$ cat src/rtl/reg_pkg.sv
package reg_pkg;

	// Physical register file geometry
	localparam int TAG_BITS  = 6;                   // Width of a physical tag
	localparam int ARCH_REGS = 32;                  // Architectural registers
	localparam int PHYS_REGS = 64;                  // Total physical registers
	localparam int FREE_REGS = PHYS_REGS - ARCH_REGS; // Tags not held by the map at reset

	// Architectural index width
	localparam int ARCH_BITS = 5;

	// Physical tag, bit 5 set for tags that start life on the free list
	typedef logic [TAG_BITS-1:0] phys_tag_t;

	// Architectural destination register index
	typedef logic [ARCH_BITS-1:0] arch_reg_t;

endpackage

$ cat src/rtl/rob_pkg.sv
package rob_pkg;

	import reg_pkg::*;

	// Eight rows, one always left open so full and empty differ
	localparam int ROB_SIZE     = 8;
	localparam int ROB_IDX_BITS = 3;

	// Row pointer, wraps naturally at ROB_SIZE
	typedef logic [ROB_IDX_BITS-1:0] rob_idx_t;

	// One in-flight instruction
	typedef struct packed {
		logic      busy;  // Row holds a live instruction
		logic      ready; // Result tag seen on the CDB
		phys_tag_t t_new; // Tag allocated at dispatch
		phys_tag_t t_old; // Previous mapping, freed at retire
		logic      halt;  // Halt marker carried to retire
	} rob_row_t;

endpackage

$ cat src/rtl/rob_tag_cam.sv
`timescale 1ns/1ps

module rob_tag_cam
	import reg_pkg::*;
	import rob_pkg::*;
(
	input  rob_row_t [ROB_SIZE-1:0] rob_table, // Registered ROB rows
	input  logic                    cdb_valid, // Broadcast strobe
	input  phys_tag_t               cdb_tag,   // Completed tag
	output logic [ROB_SIZE-1:0]     hit        // One bit per matching row
);

	// Parallel compare of the broadcast tag against every row
	always_comb begin
		hit = '0;
		for (int i = 0; i < ROB_SIZE; i++) begin
			// Idle rows may hold an old t_new, so busy must qualify the match
			hit[i] = cdb_valid && rob_table[i].busy && (rob_table[i].t_new == cdb_tag);
		end
	end

endmodule

$ cat src/rtl/rob_core.sv
`timescale 1ns/1ps

module rob_core
	import reg_pkg::*;
	import rob_pkg::*;
(
	input  logic      clock,
	input  logic      rst_n,
	input  logic      flush,            // Whole-buffer clear
	input  logic      dispatch_en,      // Instruction offered this cycle
	input  logic      dispatch_halt,    // Halt flag of the offered instruction
	input  phys_tag_t t_new,            // From free list head
	input  phys_tag_t t_old,            // From map table read
	input  logic      free_empty,       // No tag left to allocate
	input  logic      cdb_valid,
	input  phys_tag_t cdb_tag,
	output logic      dispatch_fire,    // Dispatch accepted this cycle
	output logic      dispatch_ready,   // Dispatch would be accepted
	output logic      retire_valid,     // Head row leaves this cycle
	output phys_tag_t retire_t_arch,    // New tag becomes architectural
	output phys_tag_t retire_t_free,    // Old tag returns to the free list
	output logic      retire_halt,
	output logic      rob_full,
	output rob_idx_t  rob_free_entries
);

	rob_row_t [ROB_SIZE-1:0] table_q;  // Row storage
	rob_row_t [ROB_SIZE-1:0] table_d;
	rob_idx_t                head_q;   // Oldest instruction
	rob_idx_t                tail_q;   // Next free row
	rob_idx_t                head_d;
	rob_idx_t                tail_d;
	rob_idx_t                tail_inc; // Tail plus one with wrap
	rob_idx_t                occupancy;
	logic [ROB_SIZE-1:0]     cam_hit;  // Rows completed by this broadcast

	rob_tag_cam u_cam (
		.rob_table (table_q),
		.cdb_valid (cdb_valid),
		.cdb_tag   (cdb_tag),
		.hit       (cam_hit)
	);

	// Status from registered pointers only
	assign tail_inc         = tail_q + rob_idx_t'(1);
	assign rob_full         = (tail_inc == head_q);
	assign occupancy        = tail_q - head_q;  // Modulo ROB_SIZE
	assign rob_free_entries = rob_idx_t'(ROB_SIZE - 1) - occupancy;

	// Acceptance needs a free row and a free tag
	assign dispatch_ready = !rob_full && !free_empty;
	assign dispatch_fire  = dispatch_en && dispatch_ready;

	// Head retires once its result has been broadcast
	assign retire_valid  = table_q[head_q].busy && table_q[head_q].ready;
	assign retire_t_arch = table_q[head_q].t_new;
	assign retire_t_free = table_q[head_q].t_old;
	assign retire_halt   = retire_valid && table_q[head_q].halt;

	always_comb begin
		table_d = table_q;
		head_d  = head_q;
		tail_d  = tail_q;

		// Completion marks stay sticky until the row is freed
		for (int i = 0; i < ROB_SIZE; i++) begin
			table_d[i].ready = table_q[i].ready | cam_hit[i];
		end

		// Retire clears the head row
		if (retire_valid) begin
			table_d[head_q] = '0;
			head_d          = head_q + rob_idx_t'(1);
		end

		// Tail row is never the head row of a non-empty buffer
		if (dispatch_fire) begin
			table_d[tail_q].busy  = 1'b1;
			table_d[tail_q].ready = 1'b0;
			table_d[tail_q].t_new = t_new;
			table_d[tail_q].t_old = t_old;
			table_d[tail_q].halt  = dispatch_halt;
			tail_d                = tail_inc;
		end
	end

	always_ff @(posedge clock) begin
		if (!rst_n || flush) begin
			table_q <= '0;   // Empty buffer
			head_q  <= '0;
			tail_q  <= '0;
		end else begin
			table_q <= table_d;
			head_q  <= head_d;
			tail_q  <= tail_d;
		end
	end

	// Tags in flight are unique only if free list and map never duplicate one
	a_cam_onehot: assert property (@(posedge clock) disable iff (!rst_n || flush)
		$onehot0(cam_hit))
		else $error("rob_core: CDB tag %h hit more than one row", cdb_tag);

	// Pointers and busy bits must agree, so an accepted dispatch lands on an idle row
	a_fire_idle_row: assert property (@(posedge clock) disable iff (!rst_n || flush)
		dispatch_fire |-> !table_q[tail_q].busy)
		else $error("rob_core: dispatch onto busy row %0d", tail_q);

	// A ready head row only exists while the pointers show work in flight
	a_retire_nonempty: assert property (@(posedge clock) disable iff (!rst_n || flush)
		retire_valid |-> (occupancy != '0))
		else $error("rob_core: retire from an empty buffer at head row %0d", head_q);

endmodule

$ cat src/rtl/free_list.sv
`timescale 1ns/1ps

module free_list
	import reg_pkg::*;
(
	input  logic      clock,
	input  logic      rst_n,
	input  logic      flush,
	input  logic      pop,        // Tag taken at dispatch
	input  logic      push,       // Tag returned at retire
	input  phys_tag_t push_tag,
	output phys_tag_t head_tag,   // Next tag to hand out
	output logic      free_empty
);

	phys_tag_t                    entries [FREE_REGS]; // Circular tag store
	logic [$clog2(FREE_REGS)-1:0] head_ptr;            // Read side
	logic [$clog2(FREE_REGS)-1:0] tail_ptr;            // Write side
	logic [$clog2(FREE_REGS):0]   count;               // 0..FREE_REGS

	assign head_tag   = entries[head_ptr];
	assign free_empty = (count == '0);

	always_ff @(posedge clock) begin
		if (!rst_n || flush) begin
			// Full list of the tags above the identity map, ascending
			for (int i = 0; i < FREE_REGS; i++) begin
				entries[i] <= phys_tag_t'(ARCH_REGS + i);
			end
			head_ptr <= '0;
			tail_ptr <= '0;  // Full, so tail has wrapped onto head
			count    <= ($clog2(FREE_REGS) + 1)'(FREE_REGS);
		end else begin
			if (pop) begin
				head_ptr <= head_ptr + 1'b1;
			end
			if (push) begin
				entries[tail_ptr] <= push_tag;
				tail_ptr          <= tail_ptr + 1'b1;
			end
			// Simultaneous pop and push leave the count alone
			case ({push, pop})
				2'b10:   count <= count + 1'b1;
				2'b01:   count <= count - 1'b1;
				default: count <= count;
			endcase
		end
	end

	// Tag conservation with the map and ROB keeps the list from overflowing
	a_no_overflow: assert property (@(posedge clock) disable iff (!rst_n || flush)
		push |-> (count != ($clog2(FREE_REGS) + 1)'(FREE_REGS)))
		else $error("free_list: push of tag %h into a full list", push_tag);

	a_no_underflow: assert property (@(posedge clock) disable iff (!rst_n || flush)
		pop |-> !free_empty)
		else $error("free_list: pop from an empty list");

endmodule

$ cat src/rtl/map_table.sv
`timescale 1ns/1ps

module map_table
	import reg_pkg::*;
(
	input  logic      clock,
	input  logic      rst_n,
	input  logic      flush,
	input  logic      write_en, // Dispatch accepted
	input  arch_reg_t arch,     // Destination register
	input  phys_tag_t new_tag,  // Tag from the free list
	output phys_tag_t old_tag   // Current mapping of arch
);

	phys_tag_t map_q [ARCH_REGS];

	// Read before the write lands, so old_tag is the previous mapping
	assign old_tag = map_q[arch];

	always_ff @(posedge clock) begin
		if (!rst_n || flush) begin
			// Identity map, register i lives in tag i
			for (int i = 0; i < ARCH_REGS; i++) begin
				map_q[i] <= phys_tag_t'(i);
			end
		end else if (write_en) begin
			map_q[arch] <= new_tag;
		end
	end

endmodule

$ cat src/rtl/rename_rob_top.sv
`timescale 1ns/1ps

module rename_rob_top
	import reg_pkg::*;
	import rob_pkg::*;
(
	input  logic      clock,
	input  logic      rst_n,
	input  logic      flush,
	input  logic      dispatch_en,
	input  arch_reg_t dispatch_arch,    // Destination of the dispatching instruction
	input  logic      dispatch_halt,
	input  logic      cdb_valid,
	input  phys_tag_t cdb_tag,
	output logic      dispatch_ready,
	output phys_tag_t dispatch_t_new,   // Free list head
	output phys_tag_t dispatch_t_old,   // Map table read
	output logic      retire_valid,
	output phys_tag_t retire_t_arch,
	output phys_tag_t retire_t_free,
	output logic      retire_halt,
	output logic      rob_full,
	output rob_idx_t  rob_free_entries
);

	logic dispatch_fire; // Single acceptance strobe shared by all three blocks
	logic free_empty;

	// Rename, old mapping out and new mapping in
	map_table u_map (
		.clock    (clock),
		.rst_n    (rst_n),
		.flush    (flush),
		.write_en (dispatch_fire),
		.arch     (dispatch_arch),
		.new_tag  (dispatch_t_new),
		.old_tag  (dispatch_t_old)
	);

	// Old tags recycle through the free list at retire
	free_list u_free (
		.clock      (clock),
		.rst_n      (rst_n),
		.flush      (flush),
		.pop        (dispatch_fire),
		.push       (retire_valid),
		.push_tag   (retire_t_free),
		.head_tag   (dispatch_t_new),
		.free_empty (free_empty)
	);

	rob_core u_rob (
		.clock            (clock),
		.rst_n            (rst_n),
		.flush            (flush),
		.dispatch_en      (dispatch_en),
		.dispatch_halt    (dispatch_halt),
		.t_new            (dispatch_t_new),
		.t_old            (dispatch_t_old),
		.free_empty       (free_empty),
		.cdb_valid        (cdb_valid),
		.cdb_tag          (cdb_tag),
		.dispatch_fire    (dispatch_fire),
		.dispatch_ready   (dispatch_ready),
		.retire_valid     (retire_valid),
		.retire_t_arch    (retire_t_arch),
		.retire_t_free    (retire_t_free),
		.retire_halt      (retire_halt),
		.rob_full         (rob_full),
		.rob_free_entries (rob_free_entries)
	);

endmodule

$ cat config.mk
export PLATFORM = sky130hd
export DESIGN_NAME = rename_rob_top
export DESIGN_NICKNAME = d
export VERILOG_FILES = /design/src/rtl/reg_pkg.sv /design/src/rtl/rob_pkg.sv /design/src/rtl/rob_tag_cam.sv /design/src/rtl/rob_core.sv /design/src/rtl/free_list.sv /design/src/rtl/map_table.sv /design/src/rtl/rename_rob_top.sv
export SDC_FILE = /design/constraint.sdc
export NUM_CORES = 1
export LEC_CHECK = 0
export ABC_AREA = 1
export BUFFER_PORTS_ARGS = -buffer_cell sky130_fd_sc_hd__buf_4
export CORE_MARGIN = 1.5
export CORE_UTILIZATION = 68
export DETAILED_ROUTE_END_ITERATION = 7
export PLACE_DENSITY = 0.95
export SYNTH_ARGS = -nofsm -noshare
export SYNTH_HDL_FRONTEND = slang
export SYNTH_SLANG_ARGS = --single-unit
$ cat constraint.sdc
create_clock -name clock -period 7.2 [get_ports clock]
set_input_delay 1.44 -clock clock [delete_from_list [all_inputs] [get_ports clock]]
set_output_delay 1.44 -clock clock [all_outputs]
set_load 0.1 [all_outputs]
==> results.yml <==
status:
  status: "finished, final reports clean"
worst_setup_path:
  path_class: "flop to output pin"
  required_ps: 5760
  crit_fanout: 54
  r2r_slack_ps: 2660
  worst_path_largest_cell_delay_ps: 540
  timing.rr.end: "u_free.count[4]"
  start_kind: "flop"
  path_cells: "buf_4 -> inv_1 -> buf_4 -> nand2_1 -> nand3_1 -> nand2_1 -> nand2_1 -> nand2_2 -> nand2_1 -> nor4_1 -> buf_4"
  endpoint_kind: "output pin"
  reg2reg_from: "u_rob.head_q[0]"
  arrival_ps: 4230
  reg2regPathDepth: 20
  cp_common_cell: "nand2_1"
  crit_slowest_cell: "nor4_1"
synthesis:
  synthAdderAreaFrac: 0.00605
  synth-xor-area-share: 0.0101
  synth.distinct_cells: 41
  synth_compound_area_frac: 0.0391
  syn_avg_cell_area_sq_um: 7.91
  synth_nets: 3320
  synth-seq-area-share: 0.556
  synth-edff-count: 384
  synth_mux_area_frac: 0
  synth_cells: 3291
  async_flop_share: 0
  yosysWarnings: 0
  synthFlopType: "edfxtp_1"
  synthSimpleGateAreaFrac: 0.328
  ys_seq_elements: 531
  synth_area_sq_um: 26000
  synth_top_family_by_area: "simple AND/OR/NAND/NOR gates"
place:
  portBuffers: 47
  gp_congestion: 0.970
  dp_hpwl_um: 47400
  pre_cts_ws_ps: 1760
sta:
  timing.final.ws_setup_ps: 1530
  slew_violations: 0
  fin_setup_tns_ps: 0
  hold_viol: 0
  fin_skew_ps: 18.8
  worst_pin_slew_ps: 1270
  slew_headroom: 0.144
  period_minus_slack_ps: 5670
  setup_viol: 0
  max_freq_ghz: 0.176
  min_period_over_period: 0.788
  rsz0062_at_grt: "false"
drt:
  drt-total-wl_um: 73700
  ant_nets: 0
  drt-initial-drc-count: 3395
  vias_per_cell: 6.09
  wl_per_cell_um: 19.4
  firstDrtPassIters: 8
  vias: 23100
  drc_errors: 0
cts:
  post_cts_resized: 0
  cts.sinks: 531
  path_clk_slew_ps: 60
  clockBufferDepth: 3
  h-tree-depth: 2
  hold_buffers: 0
  clockRootBuffer: "clkbuf_16"
  clkLatencyLatePin_ps: 620
  tritoncts: "built"
  post_cts_buffers: 0
  cts_made_buffers: 52
global_route:
  grt_start_max_net_pins: 185
  grt_pass1_wl_um: 114000
  antenna_found_initial: 0
  overflow: 0
  grt_pass1_vias: 22200
  grt.total_usage: 0.376
worst_hold_path:
  holdPathEnd: "u_rob.table_q[59]"
  hold_depth: 2
  min-delay-start: "u_rob.table_q[59]"
  hp-class: "flop to flop"
finish:
  multiInputGateArea_sq_um: 10000
  fillCellCount: 2576
  finalNetCount: 3271
  antennaDiodeCount: 0
  post-route-util: 0.749
  seqCellArea_sq_um: 14500
  area_delta_synth_final_pct: 8.35
  drive_above_1_share: 0.0670
die:
  die-height_um: 199
  start_util: 0.691
  rows: 71
  die_w_um: 199
  die_area_sq_um: 39500
  core_sq_um: 37700
  ios: 48
power_and_ir_drop:
  peakVddDrop_mv: 0.215
  power_mw: 6.81
  p_leak_nw: 11.3
  powerDensity_nw_per_um2: 241
job:
  maxCapViolations: 0
where the power goes:
part	internal, mW	total, mW	switching (mW)
Combinational	0.127	0.611	0.484
Clock	1.64	2.83	1.20
Sequential	3.33	3.36	0.0347
Total	5.09	6.81	1.72
cell families (layout without fill, tap and decap cells):
family                   Yosys count  count (layout)
AND/OR/NAND/NOR                 2141            2141
flip-flops                       531             531
buffers and inverters            392             386
AO/OA/AOI/OAI                    185             185
XOR/XNOR                          30              30
adder cells (fa/ha/maj)           12              12
layout by cell type, fill, tap and decap left out, types with 4 or more instances in the layout:
| cell | instances |
|---|---|
| nor3_1 | 11 |
| nor2_1 | 483 |
| inv_1 | 184 |
| clkinv_1 | 9 |
| nand2_2 | 11 |
| ha_1 | 11 |
| nand3_1 | 261 |
| buf_4 | 65 |
| clkbuf_1 | 8 |
| clkinv_2 | 6 |
| dfxtp_1 | 146 |
| a21oi_1 | 55 |
| bufinv_16 | 5 |
| or2_2 | 10 |
| clkinvlp_4 | 5 |
| edfxtp_1 | 384 |
| clkbuf_16 | 54 |
| xor2_1 | 10 |
| o22ai_1 | 12 |
| o211ai_1 | 7 |
| inv_2 | 37 |
| clkbuf_8 | 7 |
| nor2_2 | 4 |
| nand2_1 | 1338 |
| nor2_4 | 6 |
| nand4_1 | 11 |
| o21ai_0 | 92 |
| xnor2_1 | 20 |
stage by stage:
| stage | cell area, sq um | hold slack (ps) | std cells |
|---|---|---|---|
| after global routing | 28200 | 512 | 3796 |
| after floorplan | 26000 | 439 | 3291 |
| after detailed placement | 26500 | 468 | 3699 |
| final | 28200 | 480 | 3796 |
| after global placement | 26500 | 452 | 3699 |
| after CTS | 28200 | 477 | 3796 |
layout make-up:
cell class                      instances  share of cell area
Sequential cell                       531               0.513
Clock buffer                           72              0.0532
Timing Repair Buffer                   66              0.0180
Tap cell                              511              0.0227
Clock inverter                         25             0.00927
Inverter                              223              0.0297
Multi-Input combinational cell       2368               0.354
worst max-delay path, delay by kind of cell, from the launching register on:
family | cells | cell delay (ps)
DFF | 1 | 310
and+or+nand+nor | 7 | 1490
buffers and inverters | 4 | 1750
routing by layer:
metal	vias to the layer above	part of all wire	GRT usage
li1	10400	-	-
met1	10600	0.34	0.457
met2	1694	0.47	0.616
met3	406	0.13	0.0912
met4	0	0.060	0.210
met5	-	0	0
synthesized netlist by cell type, types with 12 or more instances:
cell type,instances,area share
inv_1,184,0.027
a21oi_1,55,0.011
o22ai_1,12,0.0029
buf_2,72,0.014
nand2_1,1338,0.19
clkbuf_1,80,0.012
xnor2_1,20,0.0067
edfxtp_1,384,0.44
dfxtp_1,147,0.11
nor2_1,485,0.070
nand3_1,261,0.050
inv_2,37,0.0053
o21ai_0,92,0.018
flip-flops by register name (all words and copies together) (netlist names), named ones only:
name,flops
u_free.head_ptr,5
u_rob.head_q,3
u_free.entries,192
u_rob.table_q,120
u_free.tail_ptr,5
u_free.count,6
u_rob.tail_q,3
u_map.map_q,192
worst max-delay path by stage:
| stage | endpoint | cells past startpoint | from | slack [ps] |
|---|---|---|---|---|
| 2_1_floorplan | retire_halt | 7 | u_rob.head_q[0] | 1560 |
| 3_3_place_gp | dispatch_t_old[5] | 11 | dispatch_arch[0] | 1870 |
| 3_5_place_dp | dispatch_t_old[5] | 11 | dispatch_arch[0] | 1760 |
| 4_1_cts | dispatch_t_old[5] | 11 | dispatch_arch[0] | 1690 |
| 5_1_grt | dispatch_t_old[5] | 11 | dispatch_arch[0] | 1370 |
| 6_report | retire_halt | 11 | u_rob.head_q[0] | 1530 |
(Power assumes the default switching activity.)
